### src/design/qoiEncoder_macros.svh
// ####################
// QOI encoder constants
// Sizes, limits and chunk tags
// ####################
`ifndef QOI_ENCODER_MACROS_SVH
`define QOI_ENCODER_MACROS_SVH

// Pixel geometry and hash table
`define QOI_CHANNEL_WIDTH 8
`define QOI_INDEX_SIZE 64
`define QOI_INDEX_WIDTH 6

// Encoder limits
`define QOI_RUN_MAX 62
`define QOI_GROUP_BYTES 6
`define QOI_FOOTER_LEN 8

// Two-bit chunk tags
`define QOI_TAG_INDEX 2'd0
`define QOI_TAG_DIFF 2'd1
`define QOI_TAG_LUMA 2'd2
`define QOI_TAG_RUN 2'd3

// Full-byte chunk tags
`define QOI_OP_RGB 8'hFE
`define QOI_OP_RGBA 8'hFF

`endif

### src/design/qoiPkg.sv
// ####################
// QOI encoder package
// Pixel type shared by the pipeline stages
// ####################
`include "qoiEncoder_macros.svh"

package qoiPkg;

	// One pixel split into its channels, red in the top byte
	typedef struct packed {
		logic [`QOI_CHANNEL_WIDTH-1:0] r;
		logic [`QOI_CHANNEL_WIDTH-1:0] g;
		logic [`QOI_CHANNEL_WIDTH-1:0] b;
		logic [`QOI_CHANNEL_WIDTH-1:0] a;
	} qoiChannels_t;

	// Same pixel seen as one raw word
	// Raw view for compares and table storage, channel view for chunk fields
	typedef union packed {
		logic [4*`QOI_CHANNEL_WIDTH-1:0] word;
		qoiChannels_t ch;
	} qoiPixel_u;

endpackage

### src/design/qoiByteEmitter.sv
// ####################
// QOI byte emitter
// Shifts byte groups and the end marker out
// over four-phase req/ack
// ####################
`timescale 1ns/1ns
`include "qoiEncoder_macros.svh"

module qoiByteEmitter (
	input logic clk,
	input logic reset,
	input logic groupValid,
	output logic groupReady,
	input logic [`QOI_GROUP_BYTES*8-1:0] groupBytes,
	input logic [3:0] groupLen,
	input logic groupLast,
	output logic byteReq,
	output logic [7:0] byteData,
	output logic byteLast,
	input logic byteAck
);

	logic [`QOI_GROUP_BYTES*8-1:0] shiftReg;
	logic [3:0] bytesLeft;
	logic [3:0] footerLeft;
	logic waitDrop;
	logic busy;
	logic loadGroup;
	logic byteDone;

	assign busy = (bytesLeft != 4'd0) || (footerLeft != 4'd0);
	assign groupReady = !busy;
	assign loadGroup = groupValid && groupReady;
	assign byteDone = byteReq && byteAck;

	// Group bytes first, then the end marker
	always_comb begin
		if (bytesLeft != 4'd0) begin
			byteData = shiftReg[`QOI_GROUP_BYTES*8-1 -: 8];
		end else if (footerLeft == 4'd1) begin
			byteData = 8'h01;
		end else begin
			byteData = 8'h00;
		end
	end

	assign byteLast = (bytesLeft == 4'd0) && (footerLeft == 4'd1);

	always_ff @(posedge clk, posedge reset) begin
		if (reset) begin
			byteReq <= 1'b0;
			waitDrop <= 1'b0;
			bytesLeft <= 4'd0;
			footerLeft <= 4'd0;
		end else begin
			if (loadGroup) begin
				// Empty groups only load a footer, if any
				bytesLeft <= groupLen;
				footerLeft <= groupLast ? 4'(`QOI_FOOTER_LEN) : 4'd0;
			end

			if (!byteReq && !waitDrop && busy) begin
				byteReq <= 1'b1;
			end else if (byteDone) begin
				byteReq <= 1'b0;
				waitDrop <= 1'b1;
				if (bytesLeft != 4'd0) begin
					bytesLeft <= bytesLeft - 4'd1;
				end else begin
					footerLeft <= footerLeft - 4'd1;
				end
			end else if (waitDrop && !byteAck) begin
				// Sink has returned to zero
				waitDrop <= 1'b0;
			end
		end
	end

	always_ff @(posedge clk) begin
		if (loadGroup) begin
			shiftReg <= groupBytes;
		end else if (byteDone && bytesLeft != 4'd0) begin
			shiftReg <= {shiftReg[`QOI_GROUP_BYTES*8-9:0], 8'h00};
		end
	end

	// Output byte holds for the whole request phase
	assert property (@(posedge clk) disable iff (reset)
		byteReq && $past(byteReq) |-> $stable(byteData) && $stable(byteLast));

endmodule

### src/design/qoiDeltaStage.sv
// ####################
// QOI delta stage
// Takes pixels over four-phase req/ack, registers the
// channel differences and the hash index
// ####################
`timescale 1ns/1ns
`include "qoiEncoder_macros.svh"

module qoiDeltaStage (
	input logic clk,
	input logic reset,
	input logic pixelReq,
	input logic [31:0] pixelData,
	input logic pixelLast,
	output logic pixelAck,
	output logic deltaValid,
	input logic deltaReady,
	output qoiPkg::qoiPixel_u curPixel,
	output qoiPkg::qoiPixel_u prevPixel,
	output logic signed [8:0] diffR,
	output logic signed [8:0] diffG,
	output logic signed [8:0] diffB,
	output logic [`QOI_INDEX_WIDTH-1:0] hashIndex,
	output logic isLast
);

	qoiPkg::qoiPixel_u inPixel;
	qoiPkg::qoiPixel_u lastPixel;
	logic stageFree;
	logic take;
	logic signed [8:0] diffRNext;
	logic signed [8:0] diffGNext;
	logic signed [8:0] diffBNext;
	logic [`QOI_INDEX_WIDTH-1:0] hashNext;

	assign inPixel.word = pixelData;

	// Register is free when empty or being drained this cycle
	assign stageFree = !deltaValid || deltaReady;
	assign take = pixelReq && !pixelAck && stageFree;

	// Differences wrap in 9 bits, current minus previous
	assign diffRNext = {1'b0, inPixel.ch.r} - {1'b0, lastPixel.ch.r};
	assign diffGNext = {1'b0, inPixel.ch.g} - {1'b0, lastPixel.ch.g};
	assign diffBNext = {1'b0, inPixel.ch.b} - {1'b0, lastPixel.ch.b};

	// r*3 + g*5 + b*7 + a*11, modulo the table size
	assign hashNext = `QOI_INDEX_WIDTH'(inPixel.ch.r * 3 + inPixel.ch.g * 5
		+ inPixel.ch.b * 7 + inPixel.ch.a * 11);

	always_ff @(posedge clk, posedge reset) begin
		if (reset) begin
			pixelAck <= 1'b0;
			deltaValid <= 1'b0;
			lastPixel.word <= 32'h000000FF;
		end else begin
			if (take) begin
				pixelAck <= 1'b1;
				lastPixel <= inPixel;
			end else if (!pixelReq) begin
				// Return to zero once the source lets go
				pixelAck <= 1'b0;
			end

			if (take) begin
				deltaValid <= 1'b1;
			end else if (deltaReady) begin
				deltaValid <= 1'b0;
			end
		end
	end

	// Stage payload
	always_ff @(posedge clk) begin
		if (take) begin
			curPixel <= inPixel;
			prevPixel <= lastPixel;
			diffR <= diffRNext;
			diffG <= diffGNext;
			diffB <= diffBNext;
			hashIndex <= hashNext;
			isLast <= pixelLast;
		end
	end

	// Ack only answers a request seen on the capture edge
	assert property (@(posedge clk) disable iff (reset)
		$rose(pixelAck) |-> $past(pixelReq));

endmodule

### src/design/qoiEncoderTop.sv
// ####################
// QOI encoder top
// Delta stage, op select and byte emitter in a row
// ####################
`timescale 1ns/1ns
`include "qoiEncoder_macros.svh"

module qoiEncoderTop (
	input logic clk,
	input logic reset,
	input logic pixelReq,
	input logic [31:0] pixelData,
	input logic pixelLast,
	output logic pixelAck,
	output logic byteReq,
	output logic [7:0] byteData,
	output logic byteLast,
	input logic byteAck
);

	// Delta to op select
	logic deltaValid;
	logic deltaReady;
	qoiPkg::qoiPixel_u curPixel;
	qoiPkg::qoiPixel_u prevPixel;
	logic signed [8:0] diffR;
	logic signed [8:0] diffG;
	logic signed [8:0] diffB;
	logic [`QOI_INDEX_WIDTH-1:0] hashIndex;
	logic isLast;

	// Op select to emitter
	logic groupValid;
	logic groupReady;
	logic [`QOI_GROUP_BYTES*8-1:0] groupBytes;
	logic [3:0] groupLen;
	logic groupLast;

	qoiDeltaStage deltaStage (
		.clk(clk),
		.reset(reset),
		.pixelReq(pixelReq),
		.pixelData(pixelData),
		.pixelLast(pixelLast),
		.pixelAck(pixelAck),
		.deltaValid(deltaValid),
		.deltaReady(deltaReady),
		.curPixel(curPixel),
		.prevPixel(prevPixel),
		.diffR(diffR),
		.diffG(diffG),
		.diffB(diffB),
		.hashIndex(hashIndex),
		.isLast(isLast)
	);

	qoiOpSelect opSelect (
		.clk(clk),
		.reset(reset),
		.deltaValid(deltaValid),
		.deltaReady(deltaReady),
		.curPixel(curPixel),
		.prevPixel(prevPixel),
		.diffR(diffR),
		.diffG(diffG),
		.diffB(diffB),
		.hashIndex(hashIndex),
		.isLast(isLast),
		.groupValid(groupValid),
		.groupReady(groupReady),
		.groupBytes(groupBytes),
		.groupLen(groupLen),
		.groupLast(groupLast)
	);

	qoiByteEmitter byteEmitter (
		.clk(clk),
		.reset(reset),
		.groupValid(groupValid),
		.groupReady(groupReady),
		.groupBytes(groupBytes),
		.groupLen(groupLen),
		.groupLast(groupLast),
		.byteReq(byteReq),
		.byteData(byteData),
		.byteLast(byteLast),
		.byteAck(byteAck)
	);

endmodule

### src/design/qoiOpSelect.sv
// ####################
// QOI op select
// Index table, run counter and chunk choice,
// one byte group per pixel
// ####################
`timescale 1ns/1ns
`include "qoiEncoder_macros.svh"

module qoiOpSelect (
	input logic clk,
	input logic reset,
	input logic deltaValid,
	output logic deltaReady,
	input qoiPkg::qoiPixel_u curPixel,
	input qoiPkg::qoiPixel_u prevPixel,
	input logic signed [8:0] diffR,
	input logic signed [8:0] diffG,
	input logic signed [8:0] diffB,
	input logic [`QOI_INDEX_WIDTH-1:0] hashIndex,
	input logic isLast,
	output logic groupValid,
	input logic groupReady,
	output logic [`QOI_GROUP_BYTES*8-1:0] groupBytes,
	output logic [3:0] groupLen,
	output logic groupLast
);

	qoiPkg::qoiPixel_u indexTable [`QOI_INDEX_SIZE];
	qoiPkg::qoiPixel_u tableEntry;
	logic [`QOI_INDEX_SIZE-1:0] entryValid;
	logic [5:0] runCount;
	logic [5:0] runNext;
	logic [5:0] runCountNext;
	logic consume;
	logic samePixel;
	logic indexHit;
	logic alphaSame;
	logic diffFit;
	logic lumaFit;
	logic tableWrite;
	logic signed [9:0] diffRG;
	logic signed [9:0] diffBG;
	logic signed [8:0] diffRBias;
	logic signed [8:0] diffGBias;
	logic signed [8:0] diffBBias;
	logic signed [8:0] lumaGBias;
	logic signed [9:0] lumaRBias;
	logic signed [9:0] lumaBBias;
	logic [7:0] pendingRunByte;
	logic [39:0] chunkBytes;
	logic [3:0] chunkLen;
	logic [`QOI_GROUP_BYTES*8-1:0] groupBytesNext;
	logic [3:0] groupLenNext;

	assign deltaReady = !groupValid || groupReady;
	assign consume = deltaValid && deltaReady;

	// Entries never written read as the all-zero pixel
	assign tableEntry.word = entryValid[hashIndex] ? indexTable[hashIndex].word : '0;

	assign samePixel = curPixel.word == prevPixel.word;
	assign indexHit = curPixel.word == tableEntry.word;
	assign alphaSame = curPixel.ch.a == prevPixel.ch.a;

	// Chunk field biases
	assign diffRG = diffR - diffG;
	assign diffBG = diffB - diffG;
	assign diffRBias = diffR + 9'sd2;
	assign diffGBias = diffG + 9'sd2;
	assign diffBBias = diffB + 9'sd2;
	assign lumaGBias = diffG + 9'sd32;
	assign lumaRBias = diffRG + 10'sd8;
	assign lumaBBias = diffBG + 10'sd8;

	assign diffFit = (diffR >= -9'sd2) && (diffR <= 9'sd1)
		&& (diffG >= -9'sd2) && (diffG <= 9'sd1)
		&& (diffB >= -9'sd2) && (diffB <= 9'sd1);
	assign lumaFit = (diffG >= -9'sd32) && (diffG <= 9'sd31)
		&& (diffRG >= -10'sd8) && (diffRG <= 10'sd7)
		&& (diffBG >= -10'sd8) && (diffBG <= 10'sd7);

	// Run byte stores length minus one
	assign pendingRunByte = {`QOI_TAG_RUN, 6'(runCount - 6'd1)};

	// Chunk for a pixel that breaks the run, top-aligned
	always_comb begin
		chunkBytes = '0;
		chunkLen = 4'd0;
		if (indexHit) begin
			chunkBytes = {`QOI_TAG_INDEX, hashIndex, 32'h0};
			chunkLen = 4'd1;
		end else if (alphaSame && diffFit) begin
			chunkBytes = {`QOI_TAG_DIFF, diffRBias[1:0], diffGBias[1:0], diffBBias[1:0], 32'h0};
			chunkLen = 4'd1;
		end else if (alphaSame && lumaFit) begin
			chunkBytes = {`QOI_TAG_LUMA, lumaGBias[5:0], lumaRBias[3:0], lumaBBias[3:0], 24'h0};
			chunkLen = 4'd2;
		end else if (alphaSame) begin
			chunkBytes = {`QOI_OP_RGB, curPixel.ch.r, curPixel.ch.g, curPixel.ch.b, 8'h00};
			chunkLen = 4'd4;
		end else begin
			chunkBytes = {`QOI_OP_RGBA, curPixel.word};
			chunkLen = 4'd5;
		end
	end

	// Run handling and group assembly
	always_comb begin
		runNext = runCount + 6'd1;
		runCountNext = runCount;
		groupBytesNext = '0;
		groupLenNext = 4'd0;
		tableWrite = 1'b0;
		if (samePixel) begin
			if (runNext == `QOI_RUN_MAX || isLast) begin
				groupBytesNext = {`QOI_TAG_RUN, runCount, 40'h0};
				groupLenNext = 4'd1;
				runCountNext = 6'd0;
			end else begin
				runCountNext = runNext;
			end
		end else begin
			runCountNext = 6'd0;
			tableWrite = !indexHit;
			if (runCount != 6'd0) begin
				groupBytesNext = {pendingRunByte, chunkBytes};
				groupLenNext = chunkLen + 4'd1;
			end else begin
				groupBytesNext = {chunkBytes, 8'h00};
				groupLenNext = chunkLen;
			end
		end
	end

	always_ff @(posedge clk, posedge reset) begin
		if (reset) begin
			groupValid <= 1'b0;
			runCount <= 6'd0;
			entryValid <= '0;
		end else begin
			if (consume) begin
				groupValid <= 1'b1;
				runCount <= runCountNext;
				if (tableWrite) begin
					entryValid[hashIndex] <= 1'b1;
				end
			end else if (groupReady) begin
				groupValid <= 1'b0;
			end
		end
	end

	// Group payload and table storage
	always_ff @(posedge clk) begin
		if (consume) begin
			groupBytes <= groupBytesNext;
			groupLen <= groupLenNext;
			groupLast <= isLast;
			if (tableWrite) begin
				indexTable[hashIndex] <= curPixel;
			end
		end
	end

	// A pending run plus the widest chunk fits one group
	assert property (@(posedge clk) disable iff (reset)
		groupValid |-> groupLen <= `QOI_GROUP_BYTES);

endmodule

### config.mk
export PLATFORM = sky130hd
export DESIGN_NAME = qoiEncoderTop
export DESIGN_NICKNAME = d
export VERILOG_FILES = /design/src/design/qoiPkg.sv /design/src/design/qoiByteEmitter.sv /design/src/design/qoiDeltaStage.sv /design/src/design/qoiEncoderTop.sv /design/src/design/qoiOpSelect.sv
export VERILOG_INCLUDE_DIRS = /design/src /design/src/design
export SDC_FILE = /design/constraint.sdc
export NUM_CORES = 2
export LEC_CHECK = 0
export BUFFER_PORTS_ARGS = -buffer_cell sky130_fd_sc_hd__buf_2
export CORE_MARGIN = 4
export CORE_UTILIZATION = 30
export CTS_CLUSTER_DIAMETER = 60
export DETAILED_ROUTE_END_ITERATION = 10
export HOLD_SLACK_MARGIN = 0.12
export SKIP_LAST_GASP = 1
export SYNTH_ARGS = -nofsm -noshare
export SYNTH_HDL_FRONTEND = slang
export SYNTH_SLANG_ARGS = --single-unit
### constraint.sdc
create_clock -name clk -period 7.9 [get_ports clk]
set_input_delay 1.185 -clock clk [delete_from_list [all_inputs] [get_ports clk]]
set_output_delay 1.185 -clock clk [all_outputs]
set_load 0.02 [all_outputs]
# Yosys cells after proc, flatten, opt, wreduce, memory -nomap -nowiden
# Memory sizes are Yosys's and may differ from the RTL's. A register that Yosys moved wholly into a read port is not among the register bits.
# Cells that the tools add are included.
[totals]
ff_bits = 314
mem_bits_rw = 2048
output_inout_bits = 11
word_cells = 162
n_memories = 1
[memory_table]
columns = ["name", "depth", "width", "rd", "rd_clocked_by_memory_dff", "wr", "line_no", "rtl"]
rows = [
  ["opSelect.indexTable", 64, 32, 1, 1, 1, "qoiOpSelect.sv:28", "qoiPkg::qoiPixel_u indexTable [`QOI_INDEX_SIZE];"],
]
[classes]
addsub = 19
multipliers = 4
order_cmp = 14
eq_ne = 7
mux = 49
bitwise_logic = 2
reduce_logical = 45
[op_table]
columns = ["op", "n"]
rows = [
  ["two-way mux 48 bit", 5],
  ["two-way mux 40 bit", 3],
  ["== test 32 bit", 2],
  ["bitwise OR 64 bit", 1],
  ["two-way mux 4 bit", 14],
  ["two-way mux 33 bit", 1],
  ["two-way mux 32 bit", 1],
  [">= comparator 9 x 2 -> 1 bit, second input constant", 3],
  ["<= comparator 9 x 2 -> 1 bit, second input constant", 3],
  ["subtractor 8 x 8 -> 9 bit", 3],
  ["logical AND 1 bit", 23],
  [">= comparator 10 x 4 -> 1 bit, second input constant", 2],
  ["<= comparator 10 x 4 -> 1 bit, second input constant", 2],
  ["subtractor 9 x 9 -> 10 bit", 2],
  ["two-way mux 1 bit", 19],
  ["adder 6 bit", 3],
  ["two-way mux 6 bit", 3],
  ["multiplier 8 x 3 -> 6 bit, second input constant", 2],
  [">= comparator 9 x 6 -> 1 bit, second input constant", 1],
  ["<= comparator 9 x 6 -> 1 bit, second input constant", 1],
  ["adder 4 bit, second input constant", 2],
  ["== test 8 bit", 1],
  ["zero test 1 bit", 8],
  ["multiplier 8 x 2 -> 6 bit, second input constant", 1],
  ["23 further kinds", 34],
]

# Logic depth before layout (Yosys ltp)
[depth]
ltp_word = 13
depth_mapped = 22
mapped_depth_nobuf = 18

# Hierarchy
# A second synthesis with hierarchy kept.
[unflattened]
cells_unflattened = 5711
area_unflattened_um2 = 96973.0
[modules_own_cells]
columns = ["mod", "n_inst", "cells_each", "area_per_inst_um2"]
rows = [
  ["qoiOpSelect", 1, 5097, 87950.6],
  ["qoiDeltaStage", 1, 436, 6165.9],
  ["qoiByteEmitter", 1, 178, 2856.5],
]

# Worst setup path before layout
# Ideal clock, no wire load.
[synth_path]
kind = "register to register"
start = "register (tool-made name)"
end = "memory opSelect.indexTable[40][0] in the netlist's numbering (enable)"
arrival_ns = 6.486
slack_ns = 0.910
path_stages_with_launch = 16
path_buffers = 6
synth_period_minus_slack_ns = 6.990
path_cell_list = "dfxtp_1 > buf_4 > buf_4 > buf_2 > buf_2 > mux4_2 > a22oi_1 > nor2_1 > or4_1 > nand4_1 > a221oi_1 > o2111a_1 > a31o_1 > buf_2 > buf_2 > nor4_1"
[synth_rtl]
columns = ["item", "line_no"]
rows = [
  ["end, declared", "qoiOpSelect.sv:28"],
]

==> impl_results.md <==
* Synth cell types at 86
* Endpoint class of the critical path: flip-flop
* Layout net count at 5607
* DIE WIDTH at 572.9 µm
* Synth Area per Inst at 18.32 µm²
* Core ar. at 317800 µm²
* Final Hold Vio Count at 0
* Number of buffers and inverters on the critical path at 3
* First-pass DRT Iterations at 6
* Largest family of logic cells by synthesized area: multiplexers
* Startpoint types: flip-flop
* H-tree depth at 4
* Kind of critical path: flip-flop to flip-flop
* Ys Warns at 0
* Setup Buffers After CTS at 0
* Top delay family on crit path: simple AND/OR/NAND/NOR gates
* Synth Area in Simple Gates at 4.470%
* Synth Instances at 5224
* Mux cell area share after synthesis at 13.01%
* Clock transition at the registers of the reported paths at 0.06 ns
* Layout cell share with drive strength beyond 1 at 21.17%
* Crit-path slowest cell: nor4_1
* Metal-1 WL at 115100 µm
* Final setup fails at 0
* Req. time, crit path at 8.48 ns
* Critical path fanouts, max at 50
* Metal3 WL at 26900 µm
* Area of the die at 328200 µm²
* Fin crit period at 7.000 ns
* Hold Worst Slack at 0.4451 ns
* Die H at 572.9 µm
* CP cell instances: buf_12 > mux4_2 > nor2b_1 > o22ai_1 > nor4_1 > a31o_2 > nor2_1 > nor4_1 > a31oi_1 > a311oi_2 > a31o_2 > buf_4 > or4_1 > nor2_4 > buf_12
* Commonest register cell after synthesis: edfxtp_1
* Final WL at 281800 µm
* First-pass GRT wire length at 396300 µm
* Cts hold-fix bufs at 0
* Syn Nets at 5360
* Final period utilization at 88.61%
* Setup_tns at 0 ns
* DR WL/cell at 28.59 µm
* Grt ovf at 0
* Syn Std Cell Area at 95720 µm²
* Post-CTS Resized at 0
* Power per cell area at 322.8 nW/µm²
* Uppermost layer routed: met5
* Vias in the first global route at 51512
* Complex-gate fraction of the synthesized area at 4.529%
* DR vias at 52426
* Worst slew pin tran at 1.206 ns
* Ports at 48
* WP data arrival at 7.58 ns
* Routed wl met2 at 128800 µm
* Post-synthesis register bit count at 2368
* Worst skew pair latency at 0.89 ns
* Antenna violations before repair at 16
* Leakage Power at 0.03617 µW
* Max Slew Vio Count at 0
* Routability Congestion at 0.9014
* Port Buffers at 47
* Initial core utilization at 30.12%
* Area share of xor/xnor cells in the synthesized design at 0.8418%
* All-layer global routing usage at 16.63%
* Site row count at 207
* CTS tree: done
* Outcome: complete, no violations
* Clock sinks at 2368
* Max-cap violations at 0
* CTS max path bufs at 3
* Post-route ant nets at 0
* Max incr delay on CP at 0.88 ns
* RSZ-0062 raised after global routing: no
* DR iter-0 viols at 7798
* Register area share after synthesis at 73.63%
* Peak VDD IR at 0.2758 mV
* Worst Skew at 0.05909 ns
* Post-synth EDFFs at 2247
* Clock Tree Root: clkbuf_16
* Post-synthesis async set-or-reset flop share at 4.856%
* Hold Path Class: flip-flop to flip-flop
* CTS Buf Count at 226
* Layout Utilization at 34.66%
* Largest net degree at the start of global routing at 122
* # fillers at 29494
* Worst rel slew slack at 18.95%
* Vias/cell at 5.318
* Layout Area Growth over Synthesis at 15.08%
* FMAX at 0.1428 GHz
* Post-Synth Adder-Cell Area at 1.514%
* Drt drc at 0
* Detailed Place HPWL at 165800 µm
-- layout by cell type (no fill, tap or decap), types with 54 or more instances in the layout --
| master | count |
|---|---|
| nand3_1 | 105 |
| buf_12 | 54 |
| mux2i_1 | 369 |
| dfrtp_1 | 107 |
| inv_1 | 107 |
| nor2_1 | 93 |
| mux4_2 | 365 |
| o21ai_0 | 101 |
| a22oi_1 | 156 |
| clkbuf_16 | 226 |
| buf_4 | 185 |
| ha_1 | 71 |
| edfxtp_1 | 2247 |
| nand2_1 | 320 |
| a21oi_1 | 89 |
-- layer usage --
layer  vias to the layer above  track usage (%)
met5                         -                0
met2                      2736            25.79
met4                        12            6.022
met1                     27709            23.23
met3                       520            3.292
li1                      21449                -
-- cell usage after synthesis, drive strengths merged (6+ instances only) --
library cell	number	area, µm²
buf	161	1085
edfxtp	2247	67470
xnor2	46	402.9
o21bai	33	262.8
mux2i	369	3694
nor3	30	155.1
dfrtp	107	2678
mux4	365	8220
o22ai	48	300.3
clkbuf	106	397.9
a21boi	9	67.56
a31oi	24	150.1
mux2	48	540.5
or2	43	269.0
or4	15	131.4
a21oi	90	450.4
a211oi	10	75.07
nand2b	25	156.4
nor2b	36	225.2
ha	71	888.4
a22oi	156	1171
nor2	125	469.2
or3	6	37.54
fa	28	560.5
inv	112	420.4
a221oi	18	157.7
and2	39	244.0
a22o	16	140.1
o2bb2ai	6	52.55
o211ai	15	112.6
nand3	106	535.5
dfxtp	6	120.1
and3	10	62.56
a21o	26	195.2
xor2	46	402.9
o21a	9	67.56
nor4	59	375.4
and3b	6	52.55
dfstp	8	210.2
o221ai	13	113.9
nand4	30	187.7
nand2	321	1205
o21ai	104	520.5
-- report_power, final --
group / switching [µW] / total [µW] / internal [µW]
combinational: 6190 / 9700 / 3500
clock: 4820 / 10800 / 6010
sequential: 468 / 15000 / 14600
-- worst reg2reg max path: cells and delay by family (launching register included) --
kind / cells / cell delay [ns]
mux: 1 / 0.65
buf+inv: 3 / 1.18
simple gates: 6 / 2.59
compound gates: 5 / 1.35
flops: 1 / 0.83
-- sequential cells by signal (all words and copies together), names as in the netlist, 4 cells and up, named ones only --
| register | cells |
|---|---|
| opSelect.groupLen | 4 |
| deltaStage.curPixel | 32 |
| deltaStage.lastPixel | 32 |
| deltaStage.diffG | 9 |
| deltaStage.hashIndex | 6 |
| byteEmitter.footerLeft | 4 |
| deltaStage.diffB | 9 |
| byteEmitter.bytesLeft | 4 |
| byteEmitter.shiftReg | 48 |
| deltaStage.prevPixel | 32 |
| opSelect.runCount | 6 |
| opSelect.entryValid | 64 |
| deltaStage.diffR | 9 |
| opSelect.indexTable | 2048 |
| opSelect.groupBytes | 48 |
-- layout make-up --
cell class                 count  area (µm²)  share of cell area, %
inverter                     114       432.9                 0.3930
sequential                  2368       70500                  64.00
tap                         4180        5230                  4.748
antenna                        4       10.01               0.009087
multi-input combinational   2475       23820                  21.63
clock buffer                 271        5874                  5.333
timing repair buffer         286        2705                  2.456
clock inverter               160        1575                  1.430
-- stage by stage --
step / power, µW / std cells / cell area [µm²] / setup slack (ns)
detailed placement: 24780 / 9423 / 102700 / 1.163
global placement: 24710 / 9423 / 102700 / 1.212
floorplan: 21060 / 5224 / 95720 / 0.9102
CTS: 35550 / 9854 / 110100 / 1.131
finish: 35560 / 9858 / 110200 / 0.8996
global route: 36760 / 9855 / 110100 / 0.7623
-- cell families after synthesis --
group | count (synthesis)
AND/OR/NAND/NOR | 870
buffers and inverters | 381
AO/OA/AOI/OAI | 631
adder cells (fa/ha/maj) | 99
multiplexers | 782
other | 1
XOR/XNOR | 92
flip-flops | 2368
-- path summary, 6_finish.rpt --
| kind | to | slack [ns] | cells after the start | from |
|---|---|---|---|---|
| hold reg to reg | deltaStage.prevPixel[20]$_DFFE_PP_ | 0.45 | 0 | deltaStage.lastPixel[20]$_DFFE_PP0P_ |
| hold / removal | deltaStage.prevPixel[20]$_DFFE_PP_ | 0.45 | 0 | deltaStage.lastPixel[20]$_DFFE_PP0P_ |
| setup / recovery | opSelect.indexTable[35][3]$_DFFE_PP_ | 0.90 | 15 | flip-flop |
| setup reg to reg | opSelect.indexTable[35][3]$_DFFE_PP_ | 0.90 | 15 | flip-flop |
| max in group asynchronous | opSelect.entryValid[59]$_DFFE_PP0P_ | 6.11 | 3 | reset |
| min in group asynchronous | deltaStage.lastPixel[30]$_DFFE_PP0P_ | 0.52 | 2 | reset |
(Power assumes the default switching activity.)
